**config.mk**
```make
export PLATFORM = sky130hd
export DESIGN_NAME = cache_ctrl
export DESIGN_NICKNAME = d
export VERILOG_FILES = /design/src/verilog/mem_pkg.sv /design/src/verilog/cache_ctrl.sv /design/src/verilog/dram_cache.sv /design/src/verilog/line_ram.sv
export VERILOG_INCLUDE_DIRS = /design/src /design/src/include
export SDC_FILE = /design/constraint.sdc
export NUM_CORES = 2
export LEC_CHECK = 0
export BUFFER_PORTS_ARGS = -buffer_cell sky130_fd_sc_hd__buf_4
export CAP_MARGIN = 20
export CORE_MARGIN = 4
export CORE_UTILIZATION = 30
export CTS_BUF_LIST = sky130_fd_sc_hd__clkbuf_8
export DETAILED_ROUTE_END_ITERATION = 16
export PLACE_DENSITY = 0.48
export SETUP_SLACK_MARGIN = 0.02
export SLEW_MARGIN = 10
export SYNTH_ARGS = -nofsm -noshare
export SYNTH_HDL_FRONTEND = slang
export SYNTH_SLANG_ARGS = --single-unit
```
**constraint.sdc**
```tcl
create_clock -name CLK -period 17.8 [get_ports CLK]
set_input_delay 2.67 -clock CLK [delete_from_list [all_inputs] [get_ports CLK]]
set_output_delay 2.67 -clock CLK [all_outputs]
set_load 0.1 [all_outputs]
```
**src/include/mem_cfg.svh**
```systemverilog
// sizes and timing of the data memory port, included by the package and the sized RTL
`ifndef MEM_CFG_SVH
`define MEM_CFG_SVH

// core side
`define MEM_ADDR_W        32
`define MEM_WORD_W        32

// line geometry
`define MEM_LINE_W        128
`define MEM_LINE_BYTES    16
`define MEM_OFFSET_W      4

// direct-mapped cache depth in lines
`define MEM_CACHE_ENTRIES 16

// backing store, 256 lines of 16 bytes
// upper address bits wrap around
`define MEM_LINE_COUNT    256

// backing access latency in cycles, at least 2
`define MEM_DELAY         6

`endif

```
**src/verilog/mem_pkg.sv**
```systemverilog
// shared enums and request structs of the memory port, used by the RTL and the testbench
`default_nettype none

`include "mem_cfg.svh"

package mem_pkg;

    // access size of a core load or store
    typedef enum logic [1:0] {
        size_byte = 2'b00,
        size_half = 2'b01,
        size_word = 2'b10
    } mem_size_e;

    // core request as driven with i_rd_en / i_wr_en
    typedef struct packed {
        mem_size_e               size;
        logic                    is_unsigned;
        logic [`MEM_ADDR_W-1:0]  addr;
        logic [`MEM_WORD_W-1:0]  wdata;
    } mem_cmd_t;

    // cache controller states
    typedef enum logic [1:0] {
        st_idle   = 2'b00,
        st_lookup = 2'b01,
        st_fill   = 2'b10,
        st_write  = 2'b11
    } ctrl_state_e;

    // line request toward the backing memory
    // mask and data are already placed for the selected word
    typedef struct packed {
        logic                                  we;
        logic [`MEM_ADDR_W-`MEM_OFFSET_W-1:0]  line_addr;
        logic [`MEM_OFFSET_W-3:0]              word_sel;
        logic [`MEM_WORD_W/8-1:0]              wmask;
        logic [`MEM_WORD_W-1:0]                wdata;
    } line_req_t;

endpackage

`default_nettype wire

```
**src/verilog/cache_ctrl.sv**
```systemverilog
// cache controller FSM, handles lookup, miss fill and write-through with the req/ack master
`default_nettype none

`include "mem_cfg.svh"

module cache_ctrl (
    input  wire                     CLK,
    input  wire                     i_rrst_x,
    input  wire                     i_rd,
    input  wire                     i_we,
    input  mem_pkg::line_req_t      i_req,
    output logic [`MEM_LINE_W-1:0]  o_line,
    output logic                    o_done,
    output logic                    o_busy,
    output logic                    o_mem_req,
    output mem_pkg::line_req_t      o_mem_cmd,
    input  wire                     i_mem_ack,
    input  wire  [`MEM_LINE_W-1:0]  i_mem_line
);
    import mem_pkg::*;

    localparam int IDX_W = $clog2(`MEM_CACHE_ENTRIES);
    localparam int TAG_W = `MEM_ADDR_W - `MEM_OFFSET_W - IDX_W;

    ctrl_state_e             r_state;
    logic                    r_mem_req;
    line_req_t               r_mem_cmd;

    logic [IDX_W-1:0]        w_idx;
    logic [TAG_W-1:0]        w_tag;
    logic                    w_ack_seen;
    logic                    w_fill;
    logic                    w_inval;
    logic [`MEM_LINE_W-1:0]  w_cache_line;
    logic                    w_hit;
    logic                    w_sweeping;

    // the request is stable from idle on, so it indexes the cache directly
    assign {w_tag, w_idx} = i_req.line_addr;

    assign w_ack_seen = r_mem_req && i_mem_ack;
    assign w_fill     = (r_state == st_fill) && w_ack_seen;
    assign w_inval    = (r_state == st_write) && w_ack_seen;

    always_ff @(posedge CLK) begin
        if (!i_rrst_x) begin
            r_state   <= st_idle;
            r_mem_req <= 1'b0;
        end else begin
            case (r_state)
                st_idle: begin
                    if (i_rd) begin
                        r_state <= st_lookup;
                    end else if (i_we) begin
                        r_state   <= st_write;
                        r_mem_req <= 1'b1;
                    end
                end
                st_lookup: begin
                    if (w_hit) begin
                        r_state <= st_idle;
                    end else begin
                        r_state   <= st_fill;
                        r_mem_req <= 1'b1;
                    end
                end
                // ack drops one cycle after req, before any new req can rise
                st_fill, st_write: begin
                    if (w_ack_seen) begin
                        r_state   <= st_idle;
                        r_mem_req <= 1'b0;
                    end
                end
                default: r_state <= st_idle;
            endcase
        end
    end

    // command frozen for the whole handshake
    always_ff @(posedge CLK) begin
        if (!r_mem_req) begin
            r_mem_cmd <= i_req;
        end
    end

    dram_cache u_cache (
        .CLK        (CLK),
        .i_rrst_x   (i_rrst_x),
        .i_idx      (w_idx),
        .i_tag      (w_tag),
        .i_fill     (w_fill),
        .i_inval    (w_inval),
        .i_line     (i_mem_line),
        .o_line     (w_cache_line),
        .o_hit      (w_hit),
        .o_sweeping (w_sweeping)
    );

    // fill returns the fresh line, lookup the stored one
    assign o_line = (r_state == st_fill) ? i_mem_line : w_cache_line;
    assign o_done = ((r_state == st_lookup) && w_hit) || w_ack_seen;

    // pending covers the cycle between the core pulse and leaving idle
    assign o_busy    = (r_state != st_idle) || i_rd || i_we || w_sweeping;
    assign o_mem_req = r_mem_req;
    assign o_mem_cmd = r_mem_cmd;

endmodule

`default_nettype wire

```
**src/verilog/dram_cache.sv**
```systemverilog
// direct-mapped line cache store with tag compare and the valid-bit sweep after reset
`default_nettype none

`include "mem_cfg.svh"

module dram_cache (
    input  wire                                                       CLK,
    input  wire                                                       i_rrst_x,
    input  wire  [$clog2(`MEM_CACHE_ENTRIES)-1:0]                     i_idx,
    input  wire  [`MEM_ADDR_W-`MEM_OFFSET_W-$clog2(`MEM_CACHE_ENTRIES)-1:0] i_tag,
    input  wire                                                       i_fill,
    input  wire                                                       i_inval,
    input  wire  [`MEM_LINE_W-1:0]                                    i_line,
    output logic [`MEM_LINE_W-1:0]                                    o_line,
    output logic                                                      o_hit,
    output logic                                                      o_sweeping
);
    localparam int ENTRIES = `MEM_CACHE_ENTRIES;
    localparam int IDX_W   = $clog2(ENTRIES);
    localparam int TAG_W   = `MEM_ADDR_W - `MEM_OFFSET_W - IDX_W;
    localparam int ENT_W   = 1 + TAG_W + `MEM_LINE_W;

    logic [IDX_W-1:0]  r_sweep_idx;
    logic              r_sweeping;
    logic [TAG_W-1:0]  r_tag;

    logic              w_we;
    logic [IDX_W-1:0]  w_addr;
    logic [ENT_W-1:0]  w_wdata;
    logic [ENT_W-1:0]  w_rdata;
    logic              w_valid;
    logic [TAG_W-1:0]  w_mtag;

    // walk all indices once, writing empty entries
    always_ff @(posedge CLK) begin
        if (!i_rrst_x) begin
            r_sweeping  <= 1'b1;
            r_sweep_idx <= '0;
        end else if (r_sweeping) begin
            r_sweep_idx <= r_sweep_idx + 1'b1;
            if (r_sweep_idx == IDX_W'(ENTRIES - 1)) begin
                r_sweeping <= 1'b0;
            end
        end
    end

    // tag of the lookup, compared when the RAM output arrives
    always_ff @(posedge CLK) begin
        r_tag <= i_tag;
    end

    assign w_we    = i_fill || i_inval || r_sweeping;
    assign w_addr  = r_sweeping ? r_sweep_idx : i_idx;
    assign w_wdata = i_fill ? {1'b1, i_tag, i_line} : '0;

    line_ram #(.WIDTH(ENT_W), .ENTRIES(ENTRIES)) u_ram (
        .CLK     (CLK),
        .i_we    (w_we),
        .i_addr  (w_addr),
        .i_wdata (w_wdata),
        .o_rdata (w_rdata)
    );

    assign {w_valid, w_mtag, o_line} = w_rdata;
    assign o_hit      = w_valid && (w_mtag == r_tag);
    assign o_sweeping = r_sweeping;

endmodule

`default_nettype wire

```
**src/verilog/line_ram.sv**
```systemverilog
// single-port RAM with registered read-first output, storage array of the cache
`default_nettype none

module line_ram #(
    parameter int WIDTH   = 32,
    parameter int ENTRIES = 256
) (
    input  wire                        CLK,
    input  wire                        i_we,
    input  wire  [$clog2(ENTRIES)-1:0] i_addr,
    input  wire  [WIDTH-1:0]           i_wdata,
    output logic [WIDTH-1:0]           o_rdata
);
    logic [WIDTH-1:0] r_mem [0:ENTRIES-1];

    // read returns the old contents on a write cycle
    always_ff @(posedge CLK) begin
        if (i_we) begin
            r_mem[i_addr] <= i_wdata;
        end
        o_rdata <= r_mem[i_addr];
    end

endmodule

`default_nettype wire

```
==> results.sh <==
export IMPL_grt_antenna_before_repair=21
export IMPL_gr_layer_usage_met2_pct=25.24
export IMPL_worst_clock_skew_on_the_final_layout_ns=0.08116
export IMPL_synth_lib_cells_used_distinct=44
export IMPL_top_level_ports=398
export IMPL_globalRoute_busiestLayer="met2"
export IMPL_syn_avg_cell_area_um2=18.77
export IMPL_p_leak_uw=0.04826
export IMPL_yosys_area_share_xor_xnor_pct=0.2339
export IMPL_synthTopCellsByArea="sky130_fd_sc_hd__edfxtp_1 (75%), sky130_fd_sc_hd__mux2i_1 (12%), sky130_fd_sc_hd__o22ai_1 (3.8%)"
export IMPL_grt_pass1_wl_um=403800
export IMPL_yosys_register_bits=2700
export IMPL_rsz0062_at_grt="false"
export IMPL_worst_ep_required_time_ns=15.13
export IMPL_cts_repair_timing_setup_buffer_count=0
export IMPL_share_of_post_route_cells_with_drive_strength_above_1_pct=19.71
export IMPL_gr_ovfl_total=0
export IMPL_critical_path_endpoint_type="output pin"
export IMPL_yosys_mux_area_fraction_pct=13.59
export IMPL_synthAdderAreaFrac_pct=0.01237
export IMPL_power_ir_vdd_worst_mv=0.06202
export IMPL_groute_layer_met3_usage_pct=2.963
export IMPL_mostFrequentLayoutCells="sky130_fd_sc_hd__edfxtp_1 (2515), sky130_fd_sc_hd__mux2i_1 (1225), sky130_fd_sc_hd__o22ai_1 (612)"
export IMPL_crit_path_max_fanout=57
export IMPL_num_fill_cells=31580
export IMPL_complex_gate_fraction_of_the_synthesized_area_pct=3.974
export IMPL_synthCells=5388
export IMPL_hp_class="register to register"
export IMPL_tritoncts_buffers=452
export IMPL_number_of_global_route_vias_before_repair=54020
export IMPL_floorplan_initialDensity_pct=30.23
export IMPL_post_cts_hold_buffer_count=0
export IMPL_die_area_mm2=0.3464
export IMPL_final_nets=6255
export IMPL_period_share_pct=40.54
export IMPL_clockRootBuffer="sky130_fd_sc_hd__clkbuf_8"
export IMPL_vias_per_cell=4.834
export IMPL_count_of_clock_tree_sinks=2700
export IMPL_vias=52920
export IMPL_seq_area_frac_synth_pct=78.35
export IMPL_final_max_slew_violation_count=0
export IMPL_fin_ws_ns=10.58
export IMPL_worst_ep_arrival_time_ns=4.55
export IMPL_report_final_hold_viol_count=0
export IMPL_postSynthNetCount=5589
export IMPL_initial_detailed_routing_violation_count=4438
export IMPL_maxSlewHeadroom_pct=23.76
export IMPL_startpoint_type="register"
export IMPL_wirelength_um=289000
export IMPL_chipHeight_um=588.6
export IMPL_synthDominantAreaCellType="sky130_fd_sc_hd__edfxtp_1"
export IMPL_critPathKind="register to output pin"
export IMPL_cts_buffer_depth=4
export IMPL_post_cts_resize_count=0
export IMPL_number_of_port_buffers=397
export IMPL_maxCapViolCount=0
export IMPL_fmax_ghz=0.1386
export IMPL_ctsHtreeMaxLevel=5
export IMPL_power_per_cell_area_mw_per_mm2=120.4
export IMPL_flow_area_growth_from_synthesis_pct=17.16
export IMPL_clk_transition_reported_paths_ns=0.06
export IMPL_grt_total_usage_pct=15.99
export IMPL_most_frequent_standard_cell_in_the_layout_excluding_fill_and_tap_cells="sky130_fd_sc_hd__edfxtp_1"
export IMPL_clock_latency_ns=1.09
export IMPL_drc=0
export IMPL_synth_yosys_warnings=0
export IMPL_wire_per_inst_um=26.40
export IMPL_pre_cts_ws_ns=10.25
export IMPL_share_of_the_synthesized_area_in_the_top_cell_type_pct=74.69
export IMPL_first_pass_iters=8
export IMPL_netlist_area_mm2=0.1011
export IMPL_use_met1_pct=22.97
export IMPL_period_minus_slack_ns=7.216
export IMPL_tritoncts="built"
export IMPL_grt_start_max_net_pins=139
export IMPL_place_gp_congestion=0.7142
export IMPL_placement_rows=212
export IMPL_outcome="complete, no violations"
export IMPL_combinational_family_with_the_most_area_after_synthesis="multiplexers"
export IMPL_final_tns_setup_ns=0
export IMPL_total_half_perimeter_wirelength_after_legalization_and_detailed_placement_um=142700
export IMPL_synth_simple_gate_area_share_pct=2.435
export IMPL_finalCoreUtilization_pct=35.42
export IMPL_setup_violations_final=0
export IMPL_fin_total_pwr_uw=14260
export IMPL_timing_worst_slew_pin_value_ns=1.134
export IMPL_design_core_area_mm2=0.3345
export IMPL_final_antenna_net_count=0
export IMPL_die_width_um=588.6
==> power breakdown <==
part | switching [µW] | leakage (µW) | internal [µW]
clock | 2540 | 0.00518 | 2830
sequential | 84.1 | 0.0279 | 7090
combinational | 1240 | 0.0152 | 471
total | 3870 | 0.0483 | 10400
==> worst max-delay path, cell delays in order (launching register included) <==
cell and delay, ns:
sky130_fd_sc_hd__dfxtp_1 0.36, sky130_fd_sc_hd__inv_1 0.13, sky130_fd_sc_hd__nand2_4 0.52, sky130_fd_sc_hd__buf_4 0.76, sky130_fd_sc_hd__buf_4 0.85, sky130_fd_sc_hd__mux2_2 0.48, sky130_fd_sc_hd__buf_4 0.25
==> per-layer routing <==
| layer | up-vias | routed length, µm |
|---|---|---|
| met1 | 27740 | 134100 |
| met2 | 1598 | 132900 |
| met3 | 374 | 17020 |
| met4 | 2 | 4935 |
| met5 | - | 7 |
| li1 | 23210 | - |
==> cells by family after synthesis <==
logic type / count (synthesis)
simple gates: 375
buf+inv: 299
flops: 2700
fa+ha+maj: 1
mux: 1356
xor+xnor: 27
compound gates: 630
==> state kept, by name (all words and copies together), names as in the netlist <==
| register | cells |
|---|---|
| o_mem_cmd | 67 |
| u_cache.r_tag | 24 |
| r_state | 2 |
| u_cache.u_ram.o_rdata | 153 |
| u_cache.u_ram.r_mem | 2448 |
| u_cache.r_sweep_idx | 4 |
| u_cache.o_sweeping | 1 |
| o_mem_req | 1 |
==> layout make-up <==
class	count	area [µm²]	share of cell area, %
Antenna cell	9	22.52	0.01901
Tap cell	4494	5623	4.746
Multi-Input combinational cell	2389	20630	17.42
Clock buffer	508	6992	5.902
Timing Repair Buffer	509	4021	3.394
Clock inverter	337	1942	1.639
Inverter	2	8.758	0.007393
Sequential cell	2700	79230	66.87
==> metrics by stage <==
stage / instances / cell area, µm² / hold slack, ns
finish: 10950 / 118500 / 0.5170
global route: 10940 / 118400 / 0.5393
detailed placement: 10090 / 109500 / 0.5051
CTS: 10940 / 118400 / 0.5175
global placement: 10090 / 109500 / 0.4910
floorplan: 5388 / 101100 / 0.4744
==> worst paths after layout <==
check | start | endpoint | slack [ns] | depth (start not counted)
setup reg to reg | u_cache.o_sweeping$_SDFF_PN1_ | u_cache.u_ram.o_rdata[53]$_DFF_P_ | 12.22 | 9
hold / removal | r_state[0]$_SDFFE_PN0P_ | r_state[0]$_SDFFE_PN0P_ | 0.52 | 2
setup / recovery | r_state[0]$_SDFFE_PN0P_ | o_line[10] | 10.58 | 6
hold reg to reg | r_state[0]$_SDFFE_PN0P_ | r_state[0]$_SDFFE_PN0P_ | 0.52 | 2
==> cell usage after synthesis <==
library cell / n
sky130_fd_sc_hd__edfxtp_1: 2515
sky130_fd_sc_hd__mux2i_1: 1226
sky130_fd_sc_hd__o22ai_1: 612
sky130_fd_sc_hd__dfxtp_1: 185
sky130_fd_sc_hd__buf_2: 180
sky130_fd_sc_hd__and2_1: 155
sky130_fd_sc_hd__or4_1: 153
sky130_fd_sc_hd__mux2_2: 128
sky130_fd_sc_hd__clkbuf_1: 93
sky130_fd_sc_hd__nor2_1: 26
sky130_fd_sc_hd__xnor2_1: 26
sky130_fd_sc_hd__nand2_1: 13
sky130_fd_sc_hd__buf_1: 12
sky130_fd_sc_hd__buf_6: 8
sky130_fd_sc_hd__o21ai_4: 7
sky130_fd_sc_hd__nand4_1: 6
sky130_fd_sc_hd__buf_4: 4
sky130_fd_sc_hd__nand3_1: 4
sky130_fd_sc_hd__nand2b_1: 3
sky130_fd_sc_hd__nor3_1: 3
sky130_fd_sc_hd__a21oi_1: 2
sky130_fd_sc_hd__and3b_1: 2
sky130_fd_sc_hd__inv_1: 2
sky130_fd_sc_hd__nor3b_2: 2
sky130_fd_sc_hd__o21ai_0: 2
sky130_fd_sc_hd__a21boi_0: 1
sky130_fd_sc_hd__a22o_1: 1
sky130_fd_sc_hd__a31oi_1: 1
sky130_fd_sc_hd__a32o_1: 1
sky130_fd_sc_hd__and3_1: 1
sky130_fd_sc_hd__and3b_4: 1
sky130_fd_sc_hd__ha_1: 1
sky130_fd_sc_hd__mux2_4: 1
sky130_fd_sc_hd__mux2i_2: 1
sky130_fd_sc_hd__nor2b_1: 1
sky130_fd_sc_hd__nor3_2: 1
sky130_fd_sc_hd__nor3b_1: 1
sky130_fd_sc_hd__nor4_1: 1
sky130_fd_sc_hd__nor4b_1: 1
sky130_fd_sc_hd__o211ai_1: 1
sky130_fd_sc_hd__o21ai_2: 1
sky130_fd_sc_hd__o31ai_1: 1
sky130_fd_sc_hd__or3_1: 1
sky130_fd_sc_hd__xor2_1: 1
(Power assumes the default switching activity.)
