**config.mk**
```make
export PLATFORM = sky130hd
export DESIGN_NAME = lsu_align
export DESIGN_NICKNAME = d
export VERILOG_FILES = /design/src/verilog/mem_pkg.sv /design/src/verilog/lsu_align.sv
export VERILOG_INCLUDE_DIRS = /design/src /design/src/include
export SDC_FILE = /design/constraint.sdc
export NUM_CORES = 1
export LEC_CHECK = 0
export BUFFER_PORTS_ARGS = -buffer_cell sky130_fd_sc_hd__buf_2
export CAP_MARGIN = 25
export CORE_MARGIN = 4
export CORE_UTILIZATION = 50
export CTS_CLUSTER_SIZE = 10
export DETAILED_ROUTE_END_ITERATION = 10
export GPL_TIMING_DRIVEN = 0
export PLACE_DENSITY_LB_ADDON = 0.1
export SLEW_MARGIN = 20
export SYNTH_ARGS = -nofsm -noshare
export SYNTH_HDL_FRONTEND = slang
export SYNTH_SLANG_ARGS = --single-unit
```
**constraint.sdc**
```tcl
create_clock -name CLK -period 5.5 [get_ports CLK]
set_input_delay 1.1 -clock CLK [delete_from_list [all_inputs] [get_ports CLK]]
set_output_delay 1.1 -clock CLK [all_outputs]
set_load 0.01 [all_outputs]
```
**src/include/mem_cfg.svh**
```systemverilog
// sizes and timing of the data memory port, included by the package and the sized RTL
`ifndef MEM_CFG_SVH
`define MEM_CFG_SVH

// core side
`define MEM_ADDR_W        32
`define MEM_WORD_W        32

// line geometry
`define MEM_LINE_W        128
`define MEM_LINE_BYTES    16
`define MEM_OFFSET_W      4

// direct-mapped cache depth in lines
`define MEM_CACHE_ENTRIES 16

// backing store, 256 lines of 16 bytes
// upper address bits wrap around
`define MEM_LINE_COUNT    256

// backing access latency in cycles, at least 2
`define MEM_DELAY         6

`endif

```
**src/verilog/mem_pkg.sv**
```systemverilog
// shared enums and request structs of the memory port, used by the RTL and the testbench
`default_nettype none

`include "mem_cfg.svh"

package mem_pkg;

    // access size of a core load or store
    typedef enum logic [1:0] {
        size_byte = 2'b00,
        size_half = 2'b01,
        size_word = 2'b10
    } mem_size_e;

    // core request as driven with i_rd_en / i_wr_en
    typedef struct packed {
        mem_size_e               size;
        logic                    is_unsigned;
        logic [`MEM_ADDR_W-1:0]  addr;
        logic [`MEM_WORD_W-1:0]  wdata;
    } mem_cmd_t;

    // cache controller states
    typedef enum logic [1:0] {
        st_idle   = 2'b00,
        st_lookup = 2'b01,
        st_fill   = 2'b10,
        st_write  = 2'b11
    } ctrl_state_e;

    // line request toward the backing memory
    // mask and data are already placed for the selected word
    typedef struct packed {
        logic                                  we;
        logic [`MEM_ADDR_W-`MEM_OFFSET_W-1:0]  line_addr;
        logic [`MEM_OFFSET_W-3:0]              word_sel;
        logic [`MEM_WORD_W/8-1:0]              wmask;
        logic [`MEM_WORD_W-1:0]                wdata;
    } line_req_t;

endpackage

`default_nettype wire

```
**src/verilog/lsu_align.sv**
```systemverilog
// load/store aligner, registers the core request and shapes store data and load results
`default_nettype none

`include "mem_cfg.svh"

module lsu_align (
    input  wire                     CLK,
    input  wire                     i_rrst_x,
    input  wire                     i_rd_en,
    input  wire                     i_wr_en,
    input  mem_pkg::mem_cmd_t       i_cmd,
    input  wire  [`MEM_LINE_W-1:0]  i_line,
    input  wire                     i_done,
    output logic                    o_rd,
    output logic                    o_we,
    output mem_pkg::line_req_t      o_req,
    output logic [`MEM_WORD_W-1:0]  o_rdata
);
    import mem_pkg::*;

    mem_cmd_t                r_cmd;
    logic                    r_rd;
    logic                    r_we;
    logic                    r_store;
    logic [`MEM_WORD_W-1:0]  r_rdata;

    logic [3:0]              w_mask;
    logic [`MEM_WORD_W-1:0]  w_wdata;
    logic [`MEM_LINE_W-1:0]  w_shift;
    logic [`MEM_WORD_W-1:0]  w_word;
    logic                    w_sign;
    logic [`MEM_WORD_W-1:0]  w_load;

    // request payload, held until the next access
    always_ff @(posedge CLK) begin
        if (i_rd_en || i_wr_en) begin
            r_cmd <= i_cmd;
        end
    end

    always_ff @(posedge CLK) begin
        if (!i_rrst_x) begin
            r_rd    <= 1'b0;
            r_we    <= 1'b0;
            r_store <= 1'b0;
        end else begin
            r_rd <= i_rd_en;
            r_we <= i_wr_en;
            if (i_wr_en) begin
                r_store <= 1'b1;
            end else if (i_rd_en) begin
                r_store <= 1'b0;
            end
        end
    end

    // byte enables and lane replication of store data
    always_comb begin
        case (r_cmd.size)
            size_byte: begin
                w_mask  = 4'b0001 << r_cmd.addr[1:0];
                w_wdata = {4{r_cmd.wdata[7:0]}};
            end
            size_half: begin
                w_mask  = 4'b0011 << {r_cmd.addr[1], 1'b0};
                w_wdata = {2{r_cmd.wdata[15:0]}};
            end
            default: begin
                w_mask  = 4'b1111;
                w_wdata = r_cmd.wdata;
            end
        endcase
    end

    always_comb begin
        o_req.we        = r_store;
        o_req.line_addr = r_cmd.addr[`MEM_ADDR_W-1:`MEM_OFFSET_W];
        o_req.word_sel  = r_cmd.addr[`MEM_OFFSET_W-1:2];
        o_req.wmask     = w_mask;
        o_req.wdata     = w_wdata;
    end

    // load path: move the addressed byte to bit 0, then extend
    assign w_shift = i_line >> {r_cmd.addr[`MEM_OFFSET_W-1:0], 3'b000};
    assign w_word  = w_shift[`MEM_WORD_W-1:0];
    assign w_sign  = !r_cmd.is_unsigned;

    always_comb begin
        case (r_cmd.size)
            size_byte: w_load = {{24{w_word[7] & w_sign}}, w_word[7:0]};
            size_half: w_load = {{16{w_word[15] & w_sign}}, w_word[15:0]};
            default:   w_load = w_word;
        endcase
    end

    // result stays until the next load finishes
    always_ff @(posedge CLK) begin
        if (!i_rrst_x) begin
            r_rdata <= '0;
        end else if (i_done && !r_store) begin
            r_rdata <= w_load;
        end
    end

    assign o_rd    = r_rd;
    assign o_we    = r_we;
    assign o_rdata = r_rdata;

endmodule

`default_nettype wire

```
==> qor.csv, run 1 <==
stage,metric,value,unit
run_status,status,finished clean,
detailed_routing,initial drt markers,861,
global_route,largest net degree at the start of global routing,55,
placed_design,GP Congestion,1.028,
finish,layout net count,1220,
global_route,met3 GRT Util,8.740,%
synth,Post-Synth XOR/XNOR Area,0,%
die,DIE HEIGHT,132.0,um
synth,Synth cell types,54,
detailed_routing,routed length per placed instance,24.38,um
synth,number of synthesized flops with an enable pin,67,
die,total die area,0.01743,mm2
sta,Final TNS setup,0,ps
synth,Ys Warns,0,
worst_setup_path,Crit Path Class,reg2out,
finish,register area,0.002713,mm2
synth,multiplexer share of the synthesized area,32.28,%
clocking,"Clk Latency, worst-skew pair",350,ps
sta,Tcrit/Tclk final,64.85,%
clocking,"Setup Fix Bufs, Post-CTS",0,
finish,Area Growth Syn to Fin,26.91,%
job,max_cap viols,0,
placed_design,input/output buffers,299,
finish,most frequent cells in the layout,"buf_2, mux2i_1, edfxtp_1",
finish,Final Non-Filler Cells,1213,
clocking,CTS tree,built,
global_route,met2 Use GR,53.08,%
sta,Layout Skew,8.970,ps
global_route,grt ovf,0,
sta,"Slew Viols, Final",0,
synth,syn_area_per_cell,10.85,um2
sta,Max-slew headroom,37.82,%
finish,final design utilization,64.44,%
die,core area,0.01515,mm2
placed_design,Inst Count DP,1197,
global_route,Total GRT Usage,32.79,%
synth,largest family of logic cells by synthesized area,multiplexers,
global_route,met1 usage,40.47,%
sta,worst-margin pin slew,929.3,ps
synth,cells taking the most area after synthesis,"edfxtp_1, mux2i_1, mux4_2, dfxtp_1, mux2_2",
power_and_ir_drop,pwr dens,254.9,mW/mm2
die,Starting Density,50.77,%
synth,share of the synthesized area in the top cell type,26.16,%
detailed_routing,DR vias,7687,
worst_setup_path,CP arrival,2470,ps
detailed_routing,final WL,29.57,mm
placed_design,placed wire-length estimate,22.07,mm
finish,share of cells above drive strength 1,47.02,%
finish,diodes inserted,0,
die,Chip Width,132.0,um
detailed_routing,Post-DRT Antenna Nets,0,
synth,post-synth top area cell,edfxtp_1,
finish,Layout fillers,1331,
detailed_routing,routed vias/inst,6.337,
global_route,GRT busiest layer,met2,
worst_setup_path,Setup crit end kind,output port,
synth,"Seq/Total Area, Yosys",35.27,%
worst_setup_path,Critical Path Fanout Max,10,
power_and_ir_drop,Peak supply drop,0.2213,mV
placed_design,placed cell areas,0.009452,mm2
clocking,clk buf depth,2,
synth,post-synthesis net count,909,
synth,Compound-Gate Fraction of Synth Area,15.91,%
clocking,cts hold-fix bufs,0,
sta,hold_ws,451.4,ps
sta,final setup violating endpoints,0,
clocking,CTS Root Cell,clkbuf_16,
synth,Adder-Cell Fraction of Synth Area,0,%
synth,Post-Synth Simple-Gate Area,7.664,%
clocking,clock transition at the registers of the reported paths,70,ps
global_route,number of global-route vias before repair,7838,
power_and_ir_drop,leak pwr,4.504,nW
clocking,# H-tree levels,3,
clocking,Post-CTS Resized,0,
finish,"commonest non-fill, non-tap cell in the layout",buf_2,
sta,Final Hold Fails,0,
clocking,CTS Sinks,102,
worst_setup_path,Worst EP required,4400,ps
global_route,first-pass GRT wire length,43.99,mm
die,Top Ports,301,
global_route,initial antenna violation count,0,
detailed_routing,Post-route DRC,0,
die,Site Rows,45,
synth,asr flop ratio synth,0,%
worst_setup_path,critical path startpoint category,flip-flop,
synth,ys flop type,edfxtp_1,
sta,Tmin final,3567,ps
synth,Syn Inst Count,709,
sta,RSZ-0062 raised after global routing,false,
detailed_routing,Initial DRT Pass Iterations,5,
sta,Max Freq,280.4,MHz
finish,multi-input logic area,0.004298,mm2
hold_path,hold crit path type,reg2reg,
synth,"Cell Area, Synth",0.007690,mm2
synth,"flops & latches, synth",102,
finish,post-route cell area,0.009759,mm2
clocking,CTS buffer count,9,
sequential cells by signal, summed over array words and instances, names as in the netlist:
register  cells
r_store       1
o_rdata      32
o_rd          1
r_cmd        37
o_req        30
o_we          1
cell usage after synthesis, drive strengths merged, types with 6 or more instances:
master,n
mux2,41
dfxtp,35
o21ai,50
mux4,38
a21oi,23
o221ai,7
buf,78
a221oi,17
nor2b,10
inv,9
clkbuf,27
nor2,13
a31oi,11
edfxtp,67
nand2,65
a211oi,7
a311o,6
a32oi,6
o211ai,7
mux2i,116
nand3,21
power breakdown:
part | switching, mW | internal, mW | total [mW]
sequential | 0.0326 | 0.892 | 0.925
combinational | 0.515 | 0.408 | 0.924
clock | 0.285 | 0.354 | 0.639
total | 0.833 | 1.65 | 2.49
kinds of logic after synthesis:
kind of cell           count (synthesis)
DFF                                  102
muxes                                195
AOI/OAI and AO/OA                    170
buffers and inverters                114
and+or+nand+nor                      128
metrics by stage:
step	worst slack, ps	power [mW]
detailed placement	2404	1.838
floorplan	3043	1.487
global route	1868	2.595
global placement	2391	1.829
finish	1933	2.487
CTS	2003	2.481
routing by layer:
metal  routed length [um]  vias up
li1                     -     3351
met1                11060     3592
met2                13590      616
met3                 3348      128
met4                 1581        0
met5                    0        -
worst paths after layout:
path | from | endpoint | slack [ps] | cells after the start
min | o_rdata[3] | o_rdata[3] | 450 | 2
max | r_cmd[66] | o_req[9] | 1930 | 6
max reg2reg | o_req[37] | o_rdata[28] | 2800 | 6
min reg2reg | o_rdata[3] | o_rdata[3] | 450 | 2
worst max-delay path, stage by stage (launching register included):
cell and delay [ps]:
edfxtp_1 350, clkbuf_1 210, nor2_1 630, clkbuf_1 550, nand2_1 140, nand2_1 100, buf_2 130
area by class of cell:
class                           count  area share [%]
Buffer                            105           6.641
Clock buffer                       11           2.705
Clock inverter                      5          0.4487
Inverter                            9          0.3462
Multi-Input combinational cell    493           44.04
Sequential cell                   102           27.79
Tap cell                          188           2.410
Timing Repair Buffer              300           15.62
Power figures use the tool's default switching activity.
==> run 2: changes to the inputs <==
--- a/config.mk
+++ b/config.mk
@@ -9,7 +9,7 @@
 export BUFFER_PORTS_ARGS = -buffer_cell sky130_fd_sc_hd__buf_2
 export CAP_MARGIN = 25
 export CORE_MARGIN = 4
-export CORE_UTILIZATION = 50
+export CORE_UTILIZATION = 45
 export CTS_CLUSTER_SIZE = 10
 export DETAILED_ROUTE_END_ITERATION = 10
 export GPL_TIMING_DRIVEN = 0
==> constraint.sdc (replaced) <==
create_clock -name CLK -period 3.14 [get_ports CLK]
set_input_delay 0.628 -clock CLK [delete_from_list [all_inputs] [get_ports CLK]]
set_output_delay 0.628 -clock CLK [all_outputs]
set_load 0.01 [all_outputs]
==> run 2 against run 1 <==
Non-clock buffer count stayed put. Combinational power up 76%. Via count fell by 1.8%. Die area up 10%. Register-to-register slack got worse by 2400 ps. Critical endpoint unchanged. Critical path depth unchanged. Clock skew down 0.67 ps. Clock-buffer cell count decreased by 2. Largest cell class unchanged.
==> qor.csv, run 2 (synthesis results as in run 1) <==
stage,metric,value,unit,change
clocking,CTS buffer count,9,,unchanged
worst_setup_path,Worst EP required,2510,ps,was 4400 ps
detailed_routing,initial drt markers,742,,was 861
sta,Final TNS setup,0,ps,unchanged
die,Top Ports,301,,unchanged
sta,Max Freq,339.7,MHz,
power_and_ir_drop,Peak supply drop,0.3940,mV,was 0.2213 mV
clocking,CTS Sinks,102,,unchanged
global_route,first-pass GRT wire length,45.87,mm,was 43.99 mm
hold_path,hold wc startpoint,i_cmd[6],,was o_rdata[3]
sta,Layout Skew,8.301,ps,was 8.970 ps
die,Chip Width,138.7,um,was 132.0 um
global_route,largest net degree at the start of global routing,52,,was 55
global_route,initial antenna violation count,3,,was 0
die,total die area,0.01924,mm2,was 0.01743 mm2
clocking,CTS tree,built,,unchanged
finish,"commonest non-fill, non-tap cell in the layout",buf_2,,unchanged
finish,share of cells above drive strength 1,47.22,%,was 47.02%
hold_path,Hold Path End,r_cmd[6],,was o_rdata[3]
global_route,Total GRT Usage,31.21,%,was 32.79%
detailed_routing,DR vias,7552,,was 7687
sta,RSZ-0062 raised after global routing,false,,unchanged
detailed_routing,final WL,31.18,mm,was 29.57 mm
clocking,# H-tree levels,3,,unchanged
die,Site Rows,47,,was 45
finish,max reg flops,37,,unchanged
sta,Final Hold Fails,0,,unchanged
worst_setup_path,critical path startpoint category,flip-flop,,unchanged
sta,worst-margin pin slew,1012,ps,was 929.3 ps
finish,final design utilization,58.82,%,was 64.44%
finish,most frequent cells in the layout,"buf_2, mux2i_1, edfxtp_1",,unchanged
clocking,clock transition at the registers of the reported paths,80,ps,was 70 ps
worst_setup_path,Reg-to-Reg End,o_rdata[19],,was o_rdata[28]
worst_setup_path,Critical Path Fanout Max,10,,unchanged
global_route,grt ovf,0,,unchanged
sta,Tmin final,2943,ps,
worst_setup_path,Crit Path Class,reg2out,,unchanged
detailed_routing,Post-route DRC,0,,unchanged
sta,"Slew Viols, Final",0,,unchanged
clocking,"Clk Latency, worst-skew pair",350,ps,about the same
clocking,"Setup Fix Bufs, Post-CTS",0,,unchanged
sta,final setup violating endpoints,0,,unchanged
finish,Area Growth Syn to Fin,27.29,%,was 26.91%
die,Starting Density,46.21,%,was 50.77%
power_and_ir_drop,pwr dens,442.8,mW/mm2,was 254.9 mW/mm2
detailed_routing,routed vias/inst,6.056,,was 6.337
hold_path,Hold Crit Depth,1,,was 2
worst_setup_path,Reg2Reg Launch Point,o_req[37],,unchanged
detailed_routing,Post-DRT Antenna Nets,0,,unchanged
global_route,number of global-route vias before repair,7686,,was 7838
worst_setup_path,R2R Setup Slk,360,ps,was 2800 ps
worst_setup_path,Worst Reg-to-Reg Cells,7,,was 6
hold_path,hold crit path type,in2reg,,was reg2reg
detailed_routing,routed length per placed instance,25.01,um,was 24.38 um
finish,layout net count,1220,,unchanged
placed_design,placed wire-length estimate,23.55,mm,was 22.07 mm
die,core area,0.01664,mm2,was 0.01515 mm2
worst_setup_path,Setup crit end kind,output port,,unchanged
run_status,status,finished clean,,unchanged
placed_design,input/output buffers,299,,unchanged
clocking,clk buf depth,2,,unchanged
sta,Max-slew headroom,32.25,%,was 37.82%
placed_design,GP Congestion,0.9803,,was 1.028
clocking,cts hold-fix bufs,0,,unchanged
worst_setup_path,CP arrival,2320,ps,was 2470 ps
finish,Biggest register,r_cmd,,unchanged
sta,Tcrit/Tclk final,93.74,%,
job,max_cap viols,0,,unchanged
die,DIE HEIGHT,138.7,um,was 132.0 um
clocking,CTS Root Cell,clkbuf_16,,unchanged
detailed_routing,Initial DRT Pass Iterations,6,,was 5
power_and_ir_drop,leak pwr,4.487,nW,was 4.504 nW
==> run 2: cell types whose count changed in the layout (fill, tap and decap cells not counted) <==
cell | previous run | this run
clkbuf_16 | 10 | 9
clkbuf_1 | 26 | 25
clkinvlp_2 | 0 | 1
inv_4 | 1 | 0
inv_8 | 1 | 3
clkinv_4 | 1 | 0
nor2_1 | 13 | 12
clkbuf_8 | 1 | 0
nor2_2 | 0 | 1
clkbuf_2 | 0 | 1
inv_6 | 2 | 1
clkinvlp_4 | 0 | 2
diode_2 | 0 | 2
==> run 2: worst max path at each step <==
| stage | slack (ps) | depth (start not counted) | endpoint | from |
|---|---|---|---|---|
| 2_1_floorplan | 1150 | 5 | o_req[24] | r_cmd[66] |
| 3_3_place_gp | 400 | 6 | o_req[14] | r_cmd[66] |
| 3_5_place_dp | 390 | 6 | o_req[9] | r_cmd[66] |
| 4_1_cts | 100 | 5 | o_req[26] | r_cmd[66] |
| 5_1_grt | 40 | 6 | o_req[13] | r_cmd[66] |
| 6_report | 200 | 6 | o_req[9] | r_cmd[66] |
==> run 2: critical path, cell delays in order, from the launching register on <==
cell      delay (ps)
edfxtp_1         360
clkbuf_1         220
nor2_2           490
clkbuf_1         550
nand2_1          110
nand2_1           90
buf_2            130
==> run 2: what timing repair did <==
action / CTS / global route
gates resized for setup: 1 / 2
setup endpoints to repair: 1 / 2
endpoints found under the hold margin: 0 / 0
==> run 2: area by class of cell <==
class	instances	area (um2)
Inverter	9	33.78
Tap cell	220	275.3
Clock buffer	9	225.2
Antenna cell	2	5.005
Sequential cell	102	2713
Fill cell	1528	6854
Clock inverter	7	62.56
Multi-Input combinational cell	493	4300
Timing Repair Buffer	300	1524
Buffer	105	649.4
==> run 2: through the flow <==
| step | hold slack, ps | instance area, um2 | setup slack (ps) | cells | power [mW] |
|---|---|---|---|---|---|
| global route | 421.8 | 9788 | 40.22 | 1247 | 4.518 |
| CTS | 426.8 | 9782 | 98.46 | 1245 | 4.326 |
| detailed placement | 441.1 | 9492 | 391.9 | 1229 | 3.237 |
| finish | 442.0 | 9788 | 196.6 | 1247 | 4.334 |
| global placement | 444.0 | 9462 | 397.6 | 1228 | 3.232 |
| floorplan | 478.3 | 7690 | 1155 | 709 | 2.604 |
==> run 2: per-layer routing <==
| metal | vias to the layer above | share of wire (%) | global-route usage (%) | wire [um] |
|---|---|---|---|---|
| li1 | 3354 | - | - | - |
| met1 | 3525 | 38 | 38.24 | 11760 |
| met2 | 568 | 44 | 47.33 | 13730 |
| met3 | 103 | 12 | 10.55 | 3744 |
| met4 | 2 | 6.2 | 19.72 | 1935 |
| met5 | - | 0.022 | 0 | 7 |
==> run 2: report_power, final <==
part	internal [mW]	total (mW)	leakage, nW	switching (mW)
sequential	1.56	1.62	0.971	0.0558
clock	0.555	1.09	0.134	0.534
combinational	0.716	1.63	3.38	0.912
==> run 3: changes to the inputs <==
--- a/config.mk
+++ b/config.mk
@@ -13,7 +13,7 @@
 export CTS_CLUSTER_SIZE = 10
 export DETAILED_ROUTE_END_ITERATION = 10
 export GPL_TIMING_DRIVEN = 0
-export PLACE_DENSITY_LB_ADDON = 0.1
+export PLACE_DENSITY = 0.78
 export SLEW_MARGIN = 20
 export SYNTH_ARGS = -nofsm -noshare
 export SYNTH_HDL_FRONTEND = slang
==> run 3 against run 2 <==
The flow now finishes with violations (negative setup slack). Total power up 0.17%. Cell count down 0.16%. Global-route usage fell by 0.73 points. Largest cell class unchanged. Register-to-register slack gained 90 ps. Combinational power hardly changed. Clock power about the same. Largest power group unchanged. Non-clock buffer count stayed put. Setup slack got worse by 220 ps. Routed wire length is 1.5% lower. Critical path depth is the same. Design area is essentially flat. Clock-buffer cell count is the same.
==> qor.csv, run 3 (synthesis results as in run 1) <==
stage,metric,value,unit,change
global_route,number of global-route vias before repair,7736,,was 7686
worst_setup_path,Crit Path Class,reg2out,,unchanged
placed_design,input/output buffers,299,,unchanged
detailed_routing,routed length per placed instance,24.67,um,was 25.01 um
sta,Tmin final,3168,ps,was 2943 ps
power_and_ir_drop,pwr dens,443.4,mW/mm2,was 442.8 mW/mm2
clocking,# H-tree levels,3,,unchanged
run_status,failing checks,negative setup slack,,
sta,final setup violating endpoints,7,,was 0
sta,slack of the critical path,-27.70,ps,was 196.6 ps
worst_setup_path,Critical Path Fanout Max,10,,unchanged
die,Site Rows,47,,unchanged
clocking,clk buf depth,2,,unchanged
clocking,cts hold-fix bufs,0,,unchanged
finish,max reg flops,37,,unchanged
worst_setup_path,Setup crit end kind,output port,,unchanged
worst_setup_path,critical path startpoint category,flip-flop,,unchanged
die,total die area,0.01924,mm2,unchanged
finish,Area Growth Syn to Fin,27.32,%,was 27.29%
worst_setup_path,CP arrival,2540,ps,was 2320 ps
finish,Biggest register,r_cmd,,unchanged
sta,Final Hold Fails,0,,unchanged
worst_setup_path,Critical path origin,r_cmd[66],,unchanged
finish,layout net count,1220,,unchanged
finish,Layout fillers,1481,,was 1528
die,Top Ports,301,,unchanged
clocking,clock transition at the registers of the reported paths,80,ps,about the same
clocking,"Clk Latency, worst-skew pair",340,ps,was 350 ps
worst_setup_path,Worst EP required,2510,ps,about the same
sta,Max Freq,315.7,MHz,was 339.7 MHz
die,core area,0.01664,mm2,unchanged
power_and_ir_drop,Peak supply drop,0.3300,mV,was 0.3940 mV
sta,RSZ-0062 raised after global routing,true,,was false
die,DIE HEIGHT,138.7,um,unchanged
clocking,Post-CTS Resized,0,,was 1
placed_design,placed cell areas,0.009492,mm2,unchanged
sta,"Slew Viols, Final",0,,unchanged
detailed_routing,Initial DRT Pass Iterations,6,,unchanged
sta,Layout Skew,8.630,ps,was 8.301 ps
clocking,CTS tree,built,,unchanged
global_route,first-pass GRT wire length,45.28,mm,was 45.87 mm
global_route,grt ovf,0,,unchanged
sta,worst-margin pin slew,865.3,ps,was 1012 ps
global_route,initial antenna violation count,0,,was 3
clocking,"Setup Fix Bufs, Post-CTS",0,,unchanged
detailed_routing,DR vias,7698,,was 7552
finish,diodes inserted,0,,was 2
die,Starting Density,46.21,%,unchanged
worst_setup_path,Reg2Reg Launch Point,r_cmd[32],,was o_req[37]
placed_design,GP Congestion,1.046,,was 0.9803
finish,final design utilization,58.83,%,was 58.82%
global_route,Total GRT Usage,30.48,%,was 31.21%
clocking,CTS Root Cell,clkbuf_16,,unchanged
finish,post-route cell area,0.009791,mm2,was 0.009788 mm2
run_status,status,"finished, violations left",,was finished clean
finish,"commonest non-fill, non-tap cell in the layout",buf_2,,unchanged
die,Chip Width,138.7,um,unchanged
sta,Max-slew headroom,42.10,%,was 32.25%
power_and_ir_drop,leak pwr,4.497,nW,was 4.487 nW
detailed_routing,Post-route DRC,0,,unchanged
finish,share of cells above drive strength 1,47.02,%,was 47.22%
power_and_ir_drop,Design Power,4.341,mW,was 4.334 mW
sta,Tcrit/Tclk final,100.9,%,was 93.74%
placed_design,placed wire-length estimate,23.36,mm,was 23.55 mm
clocking,CTS buffer count,9,,unchanged
hold_path,hold wc startpoint,i_cmd[30],,was i_cmd[6]
hold_path,hold crit path type,in2reg,,unchanged
clocking,CTS Sinks,102,,unchanged
detailed_routing,final WL,30.71,mm,was 31.18 mm
detailed_routing,Post-DRT Antenna Nets,0,,unchanged
detailed_routing,routed vias/inst,6.183,,was 6.056
finish,most frequent cells in the layout,"buf_2, mux2i_1, edfxtp_1",,unchanged
global_route,largest net degree at the start of global routing,56,,was 52
detailed_routing,initial drt markers,869,,was 742
job,max_cap viols,0,,unchanged
-- run 3: cell count changes in the layout (fill, tap and decap cells not counted), sizes merged --
cell	previous run	this run
clkinv	0	4
diode	2	0
inv	13	12
clkinvlp	3	0
-- run 3: final timing paths --
check                 to  slack (ps)  cells past startpoint
max reg2reg  o_rdata[13]         450                      7
min            r_cmd[30]         450                      1
min reg2reg   o_rdata[5]         460                      2
max             o_req[8]         -30                      6
-- run 3: cell type report --
type	count	area [um2]	share of cell area, %
Timing Repair Buffer	300	1524	15.57
Buffer	105	648.1	6.620
Multi-Input combinational cell	493	4298	43.90
Clock inverter	7	73.82	0.7540
Inverter	9	33.78	0.3450
Tap cell	220	275.3	2.812
Clock buffer	9	225.2	2.300
Sequential cell	102	2713	27.71
-- run 3: routing by layer --
| metal | vias up | wire length (um) | global-route usage [%] |
|---|---|---|---|
| met3 | 119 | 3874 | 9.207 |
| met1 | 3573 | 11210 | 37.36 |
| li1 | 3353 | - | - |
| met5 | - | 0 | 0 |
| met2 | 653 | 13800 | 48.64 |
| met4 | 0 | 1818 | 15.96 |
-- run 3: critical path: stages (launching register included) --
cell and delay (ps):
edfxtp_1 370, clkbuf_1 250, nor2_1 710, clkbuf_1 530, nand2_1 120, nand2_1 90
buf_2 130
-- run 3: report_power, final --
group	internal (mW)	switching [mW]	leakage [nW]	total, mW
clock network	0.563	0.526	0.147	1.09
logic	0.715	0.915	3.38	1.63
registers	1.56	0.0612	0.971	1.62
total	2.84	1.50	4.50	4.34
-- run 3: per-stage QoR --
stage | instances | hold WS [ps] | setup TNS [ps] | worst slack [ps]
global placement | 1228 | 443.0 | 0 | 440.3
finish | 1245 | 449.2 | -77.21 | -27.70
detailed placement | 1229 | 450.4 | 0 | 432.5
global route | 1245 | 426.9 | -577.0 | -77.41
CTS | 1245 | 439.0 | 0 | 46.93
floorplan | 709 | 478.3 | 0 | 1155
